--- config.mk ---
export PLATFORM = sky130hd
export DESIGN_NAME = dmmu_top
export DESIGN_NICKNAME = d
export VERILOG_FILES = /design/src/logic/mmu_pkg.sv /design/src/logic/dtlb.sv /design/src/logic/pte_check.sv /design/src/logic/resp_stage.sv /design/src/logic/dmmu_top.sv
export SDC_FILE = /design/constraint.sdc
export NUM_CORES = 1
export LEC_CHECK = 0
export BUFFER_PORTS_ARGS = -buffer_cell sky130_fd_sc_hd__buf_2
export CAP_MARGIN = 10
export CORE_ASPECT_RATIO = 2
export CORE_MARGIN = 1.5
export CORE_UTILIZATION = 39
export DETAILED_ROUTE_END_ITERATION = 7
export SKIP_CTS_REPAIR_TIMING = 1
export SKIP_LAST_GASP = 1
export SYNTH_ARGS = -nofsm -noshare
export SYNTH_HDL_FRONTEND = slang
export SYNTH_SLANG_ARGS = --single-unit
--- constraint.sdc ---
create_clock -name clk_i -period 23.5 [get_ports clk_i]
set_clock_uncertainty 0.1 [all_clocks]
set_input_delay 1.175 -clock clk_i [delete_from_list [all_inputs] [get_ports clk_i]]
set_output_delay 1.175 -clock clk_i [all_outputs]
set_load 0.02 [all_outputs]
--- src/logic/mmu_pkg.sv ---
// Widths, vector types and packets shared by the data translation path; modules import it whole
package mmu_pkg;

  localparam int VADDR_W    = 39;
  localparam int PAGE_OFF_W = 12;
  localparam int VTAG_W     = VADDR_W - PAGE_OFF_W;
  localparam int PTAG_W     = 28;
  localparam int PADDR_W    = PTAG_W + PAGE_OFF_W;
  // Domain id sits in the top bits of the physical tag
  localparam int DID_W      = 2;

  typedef logic [VADDR_W-1:0]    vaddr_t;
  typedef logic [VTAG_W-1:0]     vtag_t;
  typedef logic [PTAG_W-1:0]     ptag_t;
  typedef logic [PAGE_OFF_W-1:0] page_off_t;
  typedef logic [PADDR_W-1:0]    paddr_t;

  typedef enum logic [1:0] {
    PRIV_U = 2'd0,
    PRIV_S = 2'd1,
    PRIV_M = 2'd3
  } priv_e;

  typedef struct packed {
    vaddr_t vaddr;
    logic   store_not_load;
  } mmu_cmd_s;

  // Leaf PTE fields kept in the TLB
  typedef struct packed {
    ptag_t ptag;
    logic  u;
    logic  w;
    logic  d;
  } tlb_entry_s;

  typedef struct packed {
    logic   miss;
    logic   load_page_fault;
    logic   store_page_fault;
    logic   access_fault;
    paddr_t paddr;
  } mmu_resp_s;

  // Registered TLB result, travels with its command
  typedef struct packed {
    logic       hit;
    tlb_entry_s entry;
    mmu_cmd_s   cmd;
  } tlb_lookup_s;

endpackage

--- src/logic/dtlb.sv ---
// Fully associative data TLB; filled from outside, flushed by sfence, lookup registered one cycle
`timescale 1ns/1ns

module dtlb
  import mmu_pkg::*;
#(
  parameter int TLB_ELS = 8
) (
  input  logic        clk_i,
  input  logic        reset_i,
  input  logic        flush_i,
  input  logic        translation_en_i,
  input  logic        cmd_v_i,
  input  mmu_cmd_s    cmd_i,
  input  logic        fill_v_i,
  input  vtag_t       fill_vtag_i,
  input  tlb_entry_s  fill_entry_i,
  output logic        lookup_v_o,
  output tlb_lookup_s lookup_o
);

  localparam int IDX_W = $clog2(TLB_ELS);

  vtag_t              tag_r   [TLB_ELS];
  tlb_entry_s         entry_r [TLB_ELS];
  logic [TLB_ELS-1:0] valid_r;
  logic [IDX_W-1:0]   victim_r;
  logic [TLB_ELS-1:0] match;
  logic [IDX_W-1:0]   match_idx;
  logic [IDX_W-1:0]   fill_idx;
  vtag_t              cmd_vtag;
  vtag_t              cam_vtag;
  tlb_entry_s         bare_entry;
  logic               lookup_v_r;
  tlb_lookup_s        lookup_r;

  assign cmd_vtag = cmd_i.vaddr[VADDR_W-1:PAGE_OFF_W];

  // One compare bank, shared by fills and lookups
  assign cam_vtag = fill_v_i ? fill_vtag_i : cmd_vtag;

  always_comb begin
    match_idx = '0;
    for (int i = 0; i < TLB_ELS; i++) begin
      match[i] = valid_r[i] && (tag_r[i] == cam_vtag);
      if (match[i]) begin
        match_idx = IDX_W'(i);
      end
    end
  end

  // A refill of a resident page overwrites it in place
  assign fill_idx = (|match) ? match_idx : victim_r;

  // Translation off: identity map, never misses
  assign bare_entry = '{ptag: PTAG_W'(cmd_vtag), u: 1'b0, w: 1'b1, d: 1'b1};

  always_ff @(posedge clk_i) begin
    if (fill_v_i) begin
      tag_r[fill_idx]   <= fill_vtag_i;
      entry_r[fill_idx] <= fill_entry_i;
    end
  end

  always_ff @(posedge clk_i) begin
    if (reset_i || flush_i) begin
      valid_r <= '0;
    end else if (fill_v_i) begin
      valid_r[fill_idx] <= 1'b1;
    end
  end

  // Round-robin victim
  always_ff @(posedge clk_i) begin
    if (reset_i) begin
      victim_r <= '0;
    end else if (fill_v_i && !(|match)) begin
      victim_r <= (victim_r == IDX_W'(TLB_ELS - 1)) ? '0 : victim_r + 1'b1;
    end
  end

  always_ff @(posedge clk_i) begin
    if (reset_i) begin
      lookup_v_r <= 1'b0;
    end else begin
      lookup_v_r <= cmd_v_i;
    end
  end

  always_ff @(posedge clk_i) begin
    if (cmd_v_i) begin
      lookup_r.cmd <= cmd_i;
      if (translation_en_i) begin
        lookup_r.hit   <= |match;
        lookup_r.entry <= (|match) ? entry_r[match_idx] : '0;
      end else begin
        lookup_r.hit   <= 1'b1;
        lookup_r.entry <= bare_entry;
      end
    end
  end

  assign lookup_v_o = lookup_v_r;
  assign lookup_o   = lookup_r;

  a_no_fill_with_cmd : assert property (@(posedge clk_i) disable iff (reset_i)
    !(fill_v_i && cmd_v_i))
    else $error("dtlb fill collided with a command");

  a_single_match : assert property (@(posedge clk_i) disable iff (reset_i)
    $onehot0(match))
    else $error("dtlb holds duplicate tags");

endmodule

--- src/logic/pte_check.sv ---
// Combinational permission and domain checks on the registered TLB lookup, builds the response
`timescale 1ns/1ns

module pte_check
  import mmu_pkg::*;
(
  input  tlb_lookup_s lookup_i,
  input  logic        translation_en_i,
  input  priv_e       priv_i,
  input  logic        sum_i,
  output mmu_resp_s   check_o
);

  tlb_entry_s entry;
  page_off_t  page_off;
  logic       store;
  logic       miss;
  logic       checked;
  logic       priv_fault;
  logic       write_fault;

  assign entry    = lookup_i.entry;
  assign page_off = lookup_i.cmd.vaddr[PAGE_OFF_W-1:0];
  assign store    = lookup_i.cmd.store_not_load;

  // Bare mode forces a hit, so these only bite when translating
  assign miss    = translation_en_i & ~lookup_i.hit;
  assign checked = translation_en_i & lookup_i.hit;

  always_comb begin
    case (priv_i)
      PRIV_U:  priv_fault = ~entry.u;
      PRIV_S:  priv_fault = ~sum_i & entry.u;
      PRIV_M:  priv_fault = 1'b0;
      default: priv_fault = 1'b0;
    endcase
  end

  assign write_fault = store & (~entry.w | ~entry.d);

  assign check_o.miss             = miss;
  assign check_o.load_page_fault  = checked & ~store & priv_fault;
  assign check_o.store_page_fault = checked & store & (priv_fault | write_fault);
  // Only domain zero is reachable
  assign check_o.access_fault     = ~miss & (entry.ptag[PTAG_W-1 -: DID_W] != '0);
  assign check_o.paddr            = {entry.ptag, page_off};

endmodule

--- src/logic/resp_stage.sv ---
// Final pipeline stage: applies the late poison kill, registers the response, tracks miss vaddr
`timescale 1ns/1ns

module resp_stage
  import mmu_pkg::*;
(
  input  logic        clk_i,
  input  logic        reset_i,
  input  logic        lookup_v_i,
  input  tlb_lookup_s lookup_i,
  input  mmu_resp_s   check_i,
  input  logic        poison_i,
  output logic        resp_v_o,
  output mmu_resp_s   resp_o,
  output vaddr_t      miss_vaddr_o
);

  logic      accept;
  logic      resp_v_r;
  mmu_resp_s resp_r;
  vaddr_t    miss_vaddr_r;

  // Poison lands while the command sits in its lookup cycle
  assign accept = lookup_v_i & ~poison_i;

  always_ff @(posedge clk_i) begin
    if (reset_i) begin
      resp_v_r <= 1'b0;
    end else begin
      resp_v_r <= accept;
    end
  end

  always_ff @(posedge clk_i) begin
    if (lookup_v_i) begin
      resp_r <= check_i;
    end
  end

  // Held for the walker side until the next miss
  always_ff @(posedge clk_i) begin
    if (reset_i) begin
      miss_vaddr_r <= '0;
    end else if (accept && check_i.miss) begin
      miss_vaddr_r <= lookup_i.cmd.vaddr;
    end
  end

  assign resp_v_o     = resp_v_r;
  assign resp_o       = resp_r;
  assign miss_vaddr_o = miss_vaddr_r;

  a_one_outcome : assert property (@(posedge clk_i) disable iff (reset_i)
    resp_v_o |-> $onehot0({resp_o.miss, resp_o.load_page_fault, resp_o.store_page_fault}))
    else $error("response reports more than one of miss and page faults");

endmodule

--- src/logic/dmmu_top.sv ---
// Data MMU top level: TLB lookup, permission check and response register, two-cycle latency
`timescale 1ns/1ns

module dmmu_top
  import mmu_pkg::*;
#(
  parameter int TLB_ELS = 8
) (
  input  logic       clk_i,
  input  logic       reset_i,
  input  logic       cmd_v_i,
  input  mmu_cmd_s   cmd_i,
  input  logic       poison_i,
  input  logic       fill_v_i,
  input  vtag_t      fill_vtag_i,
  input  tlb_entry_s fill_entry_i,
  input  logic       flush_i,
  input  logic       translation_en_i,
  input  priv_e      priv_i,
  input  logic       sum_i,
  output logic       resp_v_o,
  output mmu_resp_s  resp_o,
  output vaddr_t     miss_vaddr_o
);

  logic        lookup_v;
  tlb_lookup_s lookup;
  mmu_resp_s   check;

  dtlb #(
    .TLB_ELS(TLB_ELS)
  ) u_dtlb (
    .clk_i           (clk_i),
    .reset_i         (reset_i),
    .flush_i         (flush_i),
    .translation_en_i(translation_en_i),
    .cmd_v_i         (cmd_v_i),
    .cmd_i           (cmd_i),
    .fill_v_i        (fill_v_i),
    .fill_vtag_i     (fill_vtag_i),
    .fill_entry_i    (fill_entry_i),
    .lookup_v_o      (lookup_v),
    .lookup_o        (lookup)
  );

  pte_check u_pte_check (
    .lookup_i        (lookup),
    .translation_en_i(translation_en_i),
    .priv_i          (priv_i),
    .sum_i           (sum_i),
    .check_o         (check)
  );

  resp_stage u_resp_stage (
    .clk_i       (clk_i),
    .reset_i     (reset_i),
    .lookup_v_i  (lookup_v),
    .lookup_i    (lookup),
    .check_i     (check),
    .poison_i    (poison_i),
    .resp_v_o    (resp_v_o),
    .resp_o      (resp_o),
    .miss_vaddr_o(miss_vaddr_o)
  );

endmodule

======== Word-level counts from Yosys, hierarchy flattened ========
Memory sizes are Yosys's and may differ from the RTL's.
Index checks and enable logic that the tools add are counted.
W data, S select, Z words.
cells by class
  add/sub/neg operators ................... 1
  $lt $le $gt $ge ......................... 2
  equal/unequal tests ..................... 10
  mux-type cells .......................... 17
  bitwise gates (word level) .............. 21
  reduce and logical (&&, ||, !) cells .... 17
operators with widths
  operator               number
  $eq A27 B27 Y1         8
  $mux W30               2
  $mux W27               1
  $mux W3                6
  $logic_and A1 B1 Y1    11
  $and A1 B1 Y1          10
  $not A1 Y1             8
  $or A8 B8 Y8           1
  $reduce_or A8 Y1       1
  $lt A3 B4 Y1 const B   1
  $mux W1                4
  $mux W2                2
  $add A3 B1 Y3 const B  1
  $demux W1 S3           1
  $eq A3 B3 Y1 const B   1
  $ge A3 B1 Y1 const B   1
  $eq A2 B1 Y1 const B   1
  $logic_not A2 Y1       1
  $or A1 B1 Y1           2
  $pmux W1 S2            1
  $reduce_and A2 Y1      1
  $reduce_bool A2 Y1     1
  $logic_not A1 Y1       1
  $logic_or A1 B1 Y1     1
word-level totals
  flip-flop bits (word level) ............. 168
  RAM bits ................................ 464
  input port bits ......................... 108
  output and inout bits ................... 84
  word-level logic and storage cells ...... 88
  memories kept ........................... 2
memories
  name            words  width  rd ports  clocked after Yosys merged registers in  write ports  line        source
  u_dtlb.entry_r  8      31     1         0                                        1            dtlb.sv:25  tlb_entry_s entry_r [TLB_ELS];
  u_dtlb.tag_r    8      27     8         0                                        1            dtlb.sv:24  vtag_t tag_r [TLB_ELS];

======== Logic depth before layout (Yosys ltp) ========
  depth in word-level cells ............... 16
  gate-level depth with buffers ........... 16
  depth with buffers taken out ............ 10

======== Cells and area by module ========
Synthesis repeated with hierarchy kept, for this count alone.
unflattened totals
  cells, all modules ...................... 1631
  area, all modules ....................... 26108.8 um^2
by module, submodules not included
  module      instances  cells an instance  area an instance (um^2)  sequential area each (um^2)
  dtlb        1          1363               22631.7                  16335.7
  resp_stage  1          216                3094.2                   2122.0
  pte_check   1          52                 382.9                    0.0

======== Worst setup path after synthesis ========
No wires, ideal clock.
  kind .................................... in2reg
  from .................................... input port fill_v_i
  to ...................................... memory u_dtlb.entry_r[5][0] in the netlist's numbering (enable)
  setup time .............................. 0.560 ns
  arrival time ............................ 8.024 ns
  data required time ...................... 22.840 ns
  path slack .............................. 14.816 ns
  stages .................................. 13
  buffers on the path ..................... 4
  cells stage by stage .................... buf_6 -> buf_6 -> buf_4 -> mux2i_4 -> xnor2_1 -> nor4_1 -> nand4_1 -> nor2_1 -> a2111oi_0 -> buf_2 -> nand2_1 -> o31ai_1 -> nor3b_1
between the ends
  word-level cells in the longest chain between the ends .. 11
  elaborated cells on any way between the ends .. 28
  those cells by class .................... eq/ne: 8; mux: 11; reduce/logical: 9
ends and longest elaborated chain
  element               line            source
  from (decl)           dmmu_top.sv:14  input logic fill_v_i,
  $mux W27              dtlb.sv:40      assign cam_vtag = fill_v_i ? fill_vtag_i : cmd_vtag;
  $eq A27 B27 Y1        dtlb.sv:45      match[i] = valid_r[i] && (tag_r[i] == cam_vtag);
  $logic_and A1 B1 Y1   dtlb.sv:45
  $mux W1               dtlb.sv:46      if (match[i]) begin
  $mux W2 (2 in a row)  dtlb.sv:46
  $mux W3 (4 in a row)  dtlb.sv:46
  $mux W3               dtlb.sv:53      assign fill_idx = (|match) ? match_idx : victim_r;
  to (decl)             dtlb.sv:25
Parallel ways exist; a longest one is shown, timed or not.

======== Worst setup path in the final report ========
  from .................................... input port fill_v_i
  to ...................................... memory u_dtlb.entry_r[2][22] in the netlist's numbering (enable)
The elaborated chain is that of the path after synthesis.

==> flow_metrics.env <==
export IMPL_outcome="completed"
export IMPL_crit_family="simple AND/OR/NAND/NOR gates"
export IMPL_r2r_end="u_dtlb.entry_r[2][22]"
export IMPL_yosys_area_top_type_share_pct=68.5
export IMPL_clock_latency_ns=0.61
export IMPL_relSlewSlack_pct=18.6
export IMPL_hp_class="reg -> reg"
export IMPL_boundaryPins=192
export IMPL_cts_tree="built"
export IMPL_groute_layer_met1_usage_pct=25.9
export IMPL_path_buf_inv=4
export IMPL_clock_sinks=632
export IMPL_ys_flop_type="edfxtp_1"
export IMPL_power_density_nw_per_um2=82.4
export IMPL_finalSetupTns_ns=0
export IMPL_core_um2=64600
export IMPL_synthArstFlopShare_pct=0
export IMPL_leakage_nw=9.72
export IMPL_ir_worst_vdd_mv=0.0514
export IMPL_synth_fp_nets=1671
export IMPL_final_area_um2=29400
export IMPL_max_cap_violations=0
export IMPL_endpoint="u_dtlb.entry_r[2][22]"
export IMPL_grt_max_degree=62
export IMPL_ys_seq_area_share_pct=72.6
export IMPL_synth_area_leaders="edfxtp_1, xnor2_1, dfxtp_1"
export IMPL_r2r_start="u_dtlb.tag_r[1][5]"
export IMPL_avgSynthCellArea_um2=16.3
export IMPL_synth_top_area_cell="edfxtp_1"
export IMPL_drc_errors=0
export IMPL_power_mw=2.42
export IMPL_tightest_slew_ns=1.20
export IMPL_cp_slowest_cell="mux2i_2"
export IMPL_path_clk_slew_ns=0.07
export IMPL_slowest_delay_ns=0.91
export IMPL_fillers=5672
export IMPL_post_drt_wl_per_cell_um=30.6
export IMPL_drtIter0Drc=1237
export IMPL_critPathArrivalTime_ns=7.65
export IMPL_drt_wl_total_mm=82.7
export IMPL_layout_min_cycle_time_ns=7.52
export IMPL_dp_slack_ns=15.33
export IMPL_netlist_area_um2=25400
export IMPL_finalWorstSetupSlack_ns=15.98
export IMPL_endpoint_kind="flip-flop"
export IMPL_antenna_found_initial=10
export IMPL_synth_adder_area_share_pct=0.0985
export IMPL_crit_path_frequent_cell="buf_4"
export IMPL_met3_usage_pct=3.72
export IMPL_drtAntennaViolNets=0
export IMPL_start_util_pct=39.4
export IMPL_dpl_cell_area_um2=27500
export IMPL_startpoint="fill_v_i"
export IMPL_gp_congestion=1.01
export IMPL_fmax_mhz=133
export IMPL_yosysMostFrequentCell="edfxtp_1"
export IMPL_clockBufferDepth=3
export IMPL_rows=132
export IMPL_hold_path_depth=0
export IMPL_crit_type="in -> reg"
export IMPL_ys_types=60
export IMPL_netlist_instances=1561
export IMPL_synth_xor_area_share_pct=7.44
export IMPL_setup_viol=0
export IMPL_cts_root_buf="clkbuf_16"
export IMPL_overflow=0
export IMPL_gr_max_usage_layer="met2"
export IMPL_grt_pass1_vias=15200
export IMPL_crit_required_ns=23.63
export IMPL_grt_first_pass_wirelength_mm=114
export IMPL_dieArea_um2=66800
export IMPL_rsz0062_at_grt="no"
export IMPL_syn2layout_area_growth_pct=15.8
export IMPL_portBuffers=191
export IMPL_synth_simple_area_share_pct=7.48
export IMPL_ys_seq_elements=632
export IMPL_die_w_um=184
export IMPL_utilization_pct=45.6
export IMPL_synthTopCellsByCount="edfxtp_1, xnor2_1, nand2_1"
export IMPL_reg2reg_setup_slack_ns=17.95
export IMPL_synth_top_family_by_area="multiplexers"
export IMPL_numCtsBuffers=54
export IMPL_fin_crit_sh_pct=32.0
export IMPL_startpoint_type="primary input"
export IMPL_vias=14672
export IMPL_synth_edf_count=580
export IMPL_drive_gt1_share_pct=23.4
export IMPL_slew_violations=0
export IMPL_firstDrtPassIters=5
export IMPL_cp_num_cells=14
export IMPL_synth_mux_area_share_pct=7.60
export IMPL_crit_fanout=61
export IMPL_viasPerCell=5.42
export IMPL_nets=1897
export IMPL_synth_compound_area_share_pct=3.75
export IMPL_die_y_um=364
export IMPL_worstPathCellList="buf_4 > buf_4 > mux2i_2 > xnor2_1 > nor4_1 > nand4_1 > nor2_2 > o221ai_1 > nand2_2 > buf_4 > a22oi_1 > nor2_1 > and3_2 > buf_4"
export IMPL_cts_htree_levels=2
export IMPL_grtUsageMet2_pct=45.2
export IMPL_dp_hpwl_mm=56.9
export IMPL_reg2reg_depth=12
export IMPL_hold_viol=0
export IMPL_yosys_warnings=0
export IMPL_track_usage_pct=24.9
## logic make-up after synthesis
group	after synthesis
AO/OA/AOI/OAI	152
XOR/XNOR	216
adder cells (fa/ha/maj)	2
buffers and inverters	54
flip-flops	632
multiplexers	155
AND/OR/NAND/NOR	350
## placed cells by master, fill, tap and decap left out, types with 7 or more instances in the layout
master | synthesis | final
mux2i_2 | 7 | 7
edfxtp_1 | 580 | 580
a221oi_1 | 21 | 21
o21ai_1 | 23 | 23
a21oi_1 | 49 | 49
dfxtp_1 | 52 | 51
mux2i_1 | 46 | 46
nor4b_1 | 14 | 14
mux2_2 | 76 | 76
nand3_1 | 14 | 14
clkinv_1 | 0 | 8
nor2b_1 | 34 | 33
bufinv_16 | 0 | 8
xnor2_1 | 211 | 211
nor4_1 | 85 | 85
clkbuf_16 | 0 | 57
clkinv_2 | 0 | 7
and4_1 | 9 | 7
o21ai_0 | 21 | 21
clkbuf_1 | 26 | 9
mux2i_4 | 20 | 20
o211ai_1 | 8 | 8
nor2_1 | 20 | 20
nand4_1 | 14 | 14
buf_2 | 16 | 189
nand2_1 | 123 | 122
buf_4 | 3 | 34
## report_power, final
| group | switching (mW) | internal (mW) |
|---|---|---|
| sequential | 0.0118 | 1.26 |
| clock | 0.415 | 0.552 |
| combinational | 0.131 | 0.0512 |
## through the flow
step / hold slack (ns) / std cells
floorplan: 0.300 / 1561
global placement: 0.302 / 2602
detailed placement: 0.306 / 2602
CTS: 0.325 / 2704
global route: 0.333 / 2704
finish: 0.322 / 2707
## area by class of cell
class | instances | area (um2) | share of cell area [%]
multi-input combinational | 875 | 6740 | 22.9
sequential | 632 | 18500 | 62.7
antenna | 3 | 7.51 | 0.0255
clock inverter | 30 | 373 | 1.27
inverter | 1 | 3.75 | 0.0128
tap | 871 | 1090 | 3.70
clock buffer | 72 | 1540 | 5.24
timing repair buffer | 223 | 1200 | 4.08
## state kept, by name (all words and copies together), names as in the netlist
| name | cells |
|---|---|
| u_dtlb.entry_r | 248 |
| u_dtlb.tag_r | 216 |
| u_dtlb.lookup_o | 72 |
| u_resp_stage.resp_o | 44 |
| u_resp_stage.miss_vaddr_o | 39 |
| u_dtlb.valid_r | 8 |
| u_dtlb.victim_r | 3 |
| u_dtlb.lookup_v_o | 1 |
| u_resp_stage.resp_v_o | 1 |
## routing by layer
layer	share of wire, %	vias to the layer above	wire (um)
li1	-	6428	-
met2	53	571	43700
met1	34	7456	28100
met5	0.074	-	61
met3	4.9	207	4050
met4	8.3	10	6830
## worst min-delay path by stage
stage | start | to | slack, ns
after floorplan | u_dtlb.lookup_o[43] | u_resp_stage.resp_o[12] | 0.30
after global placement | u_dtlb.lookup_o[49] | u_resp_stage.resp_o[18] | 0.30
after detailed placement | u_dtlb.lookup_o[62] | u_resp_stage.resp_o[31] | 0.31
after CTS | u_dtlb.lookup_o[49] | u_resp_stage.resp_o[18] | 0.32
after global routing | u_dtlb.lookup_o[51] | u_resp_stage.resp_o[20] | 0.33
final | u_dtlb.lookup_o[49] | u_resp_stage.resp_o[18] | 0.32
(Power assumes the default switching activity.)
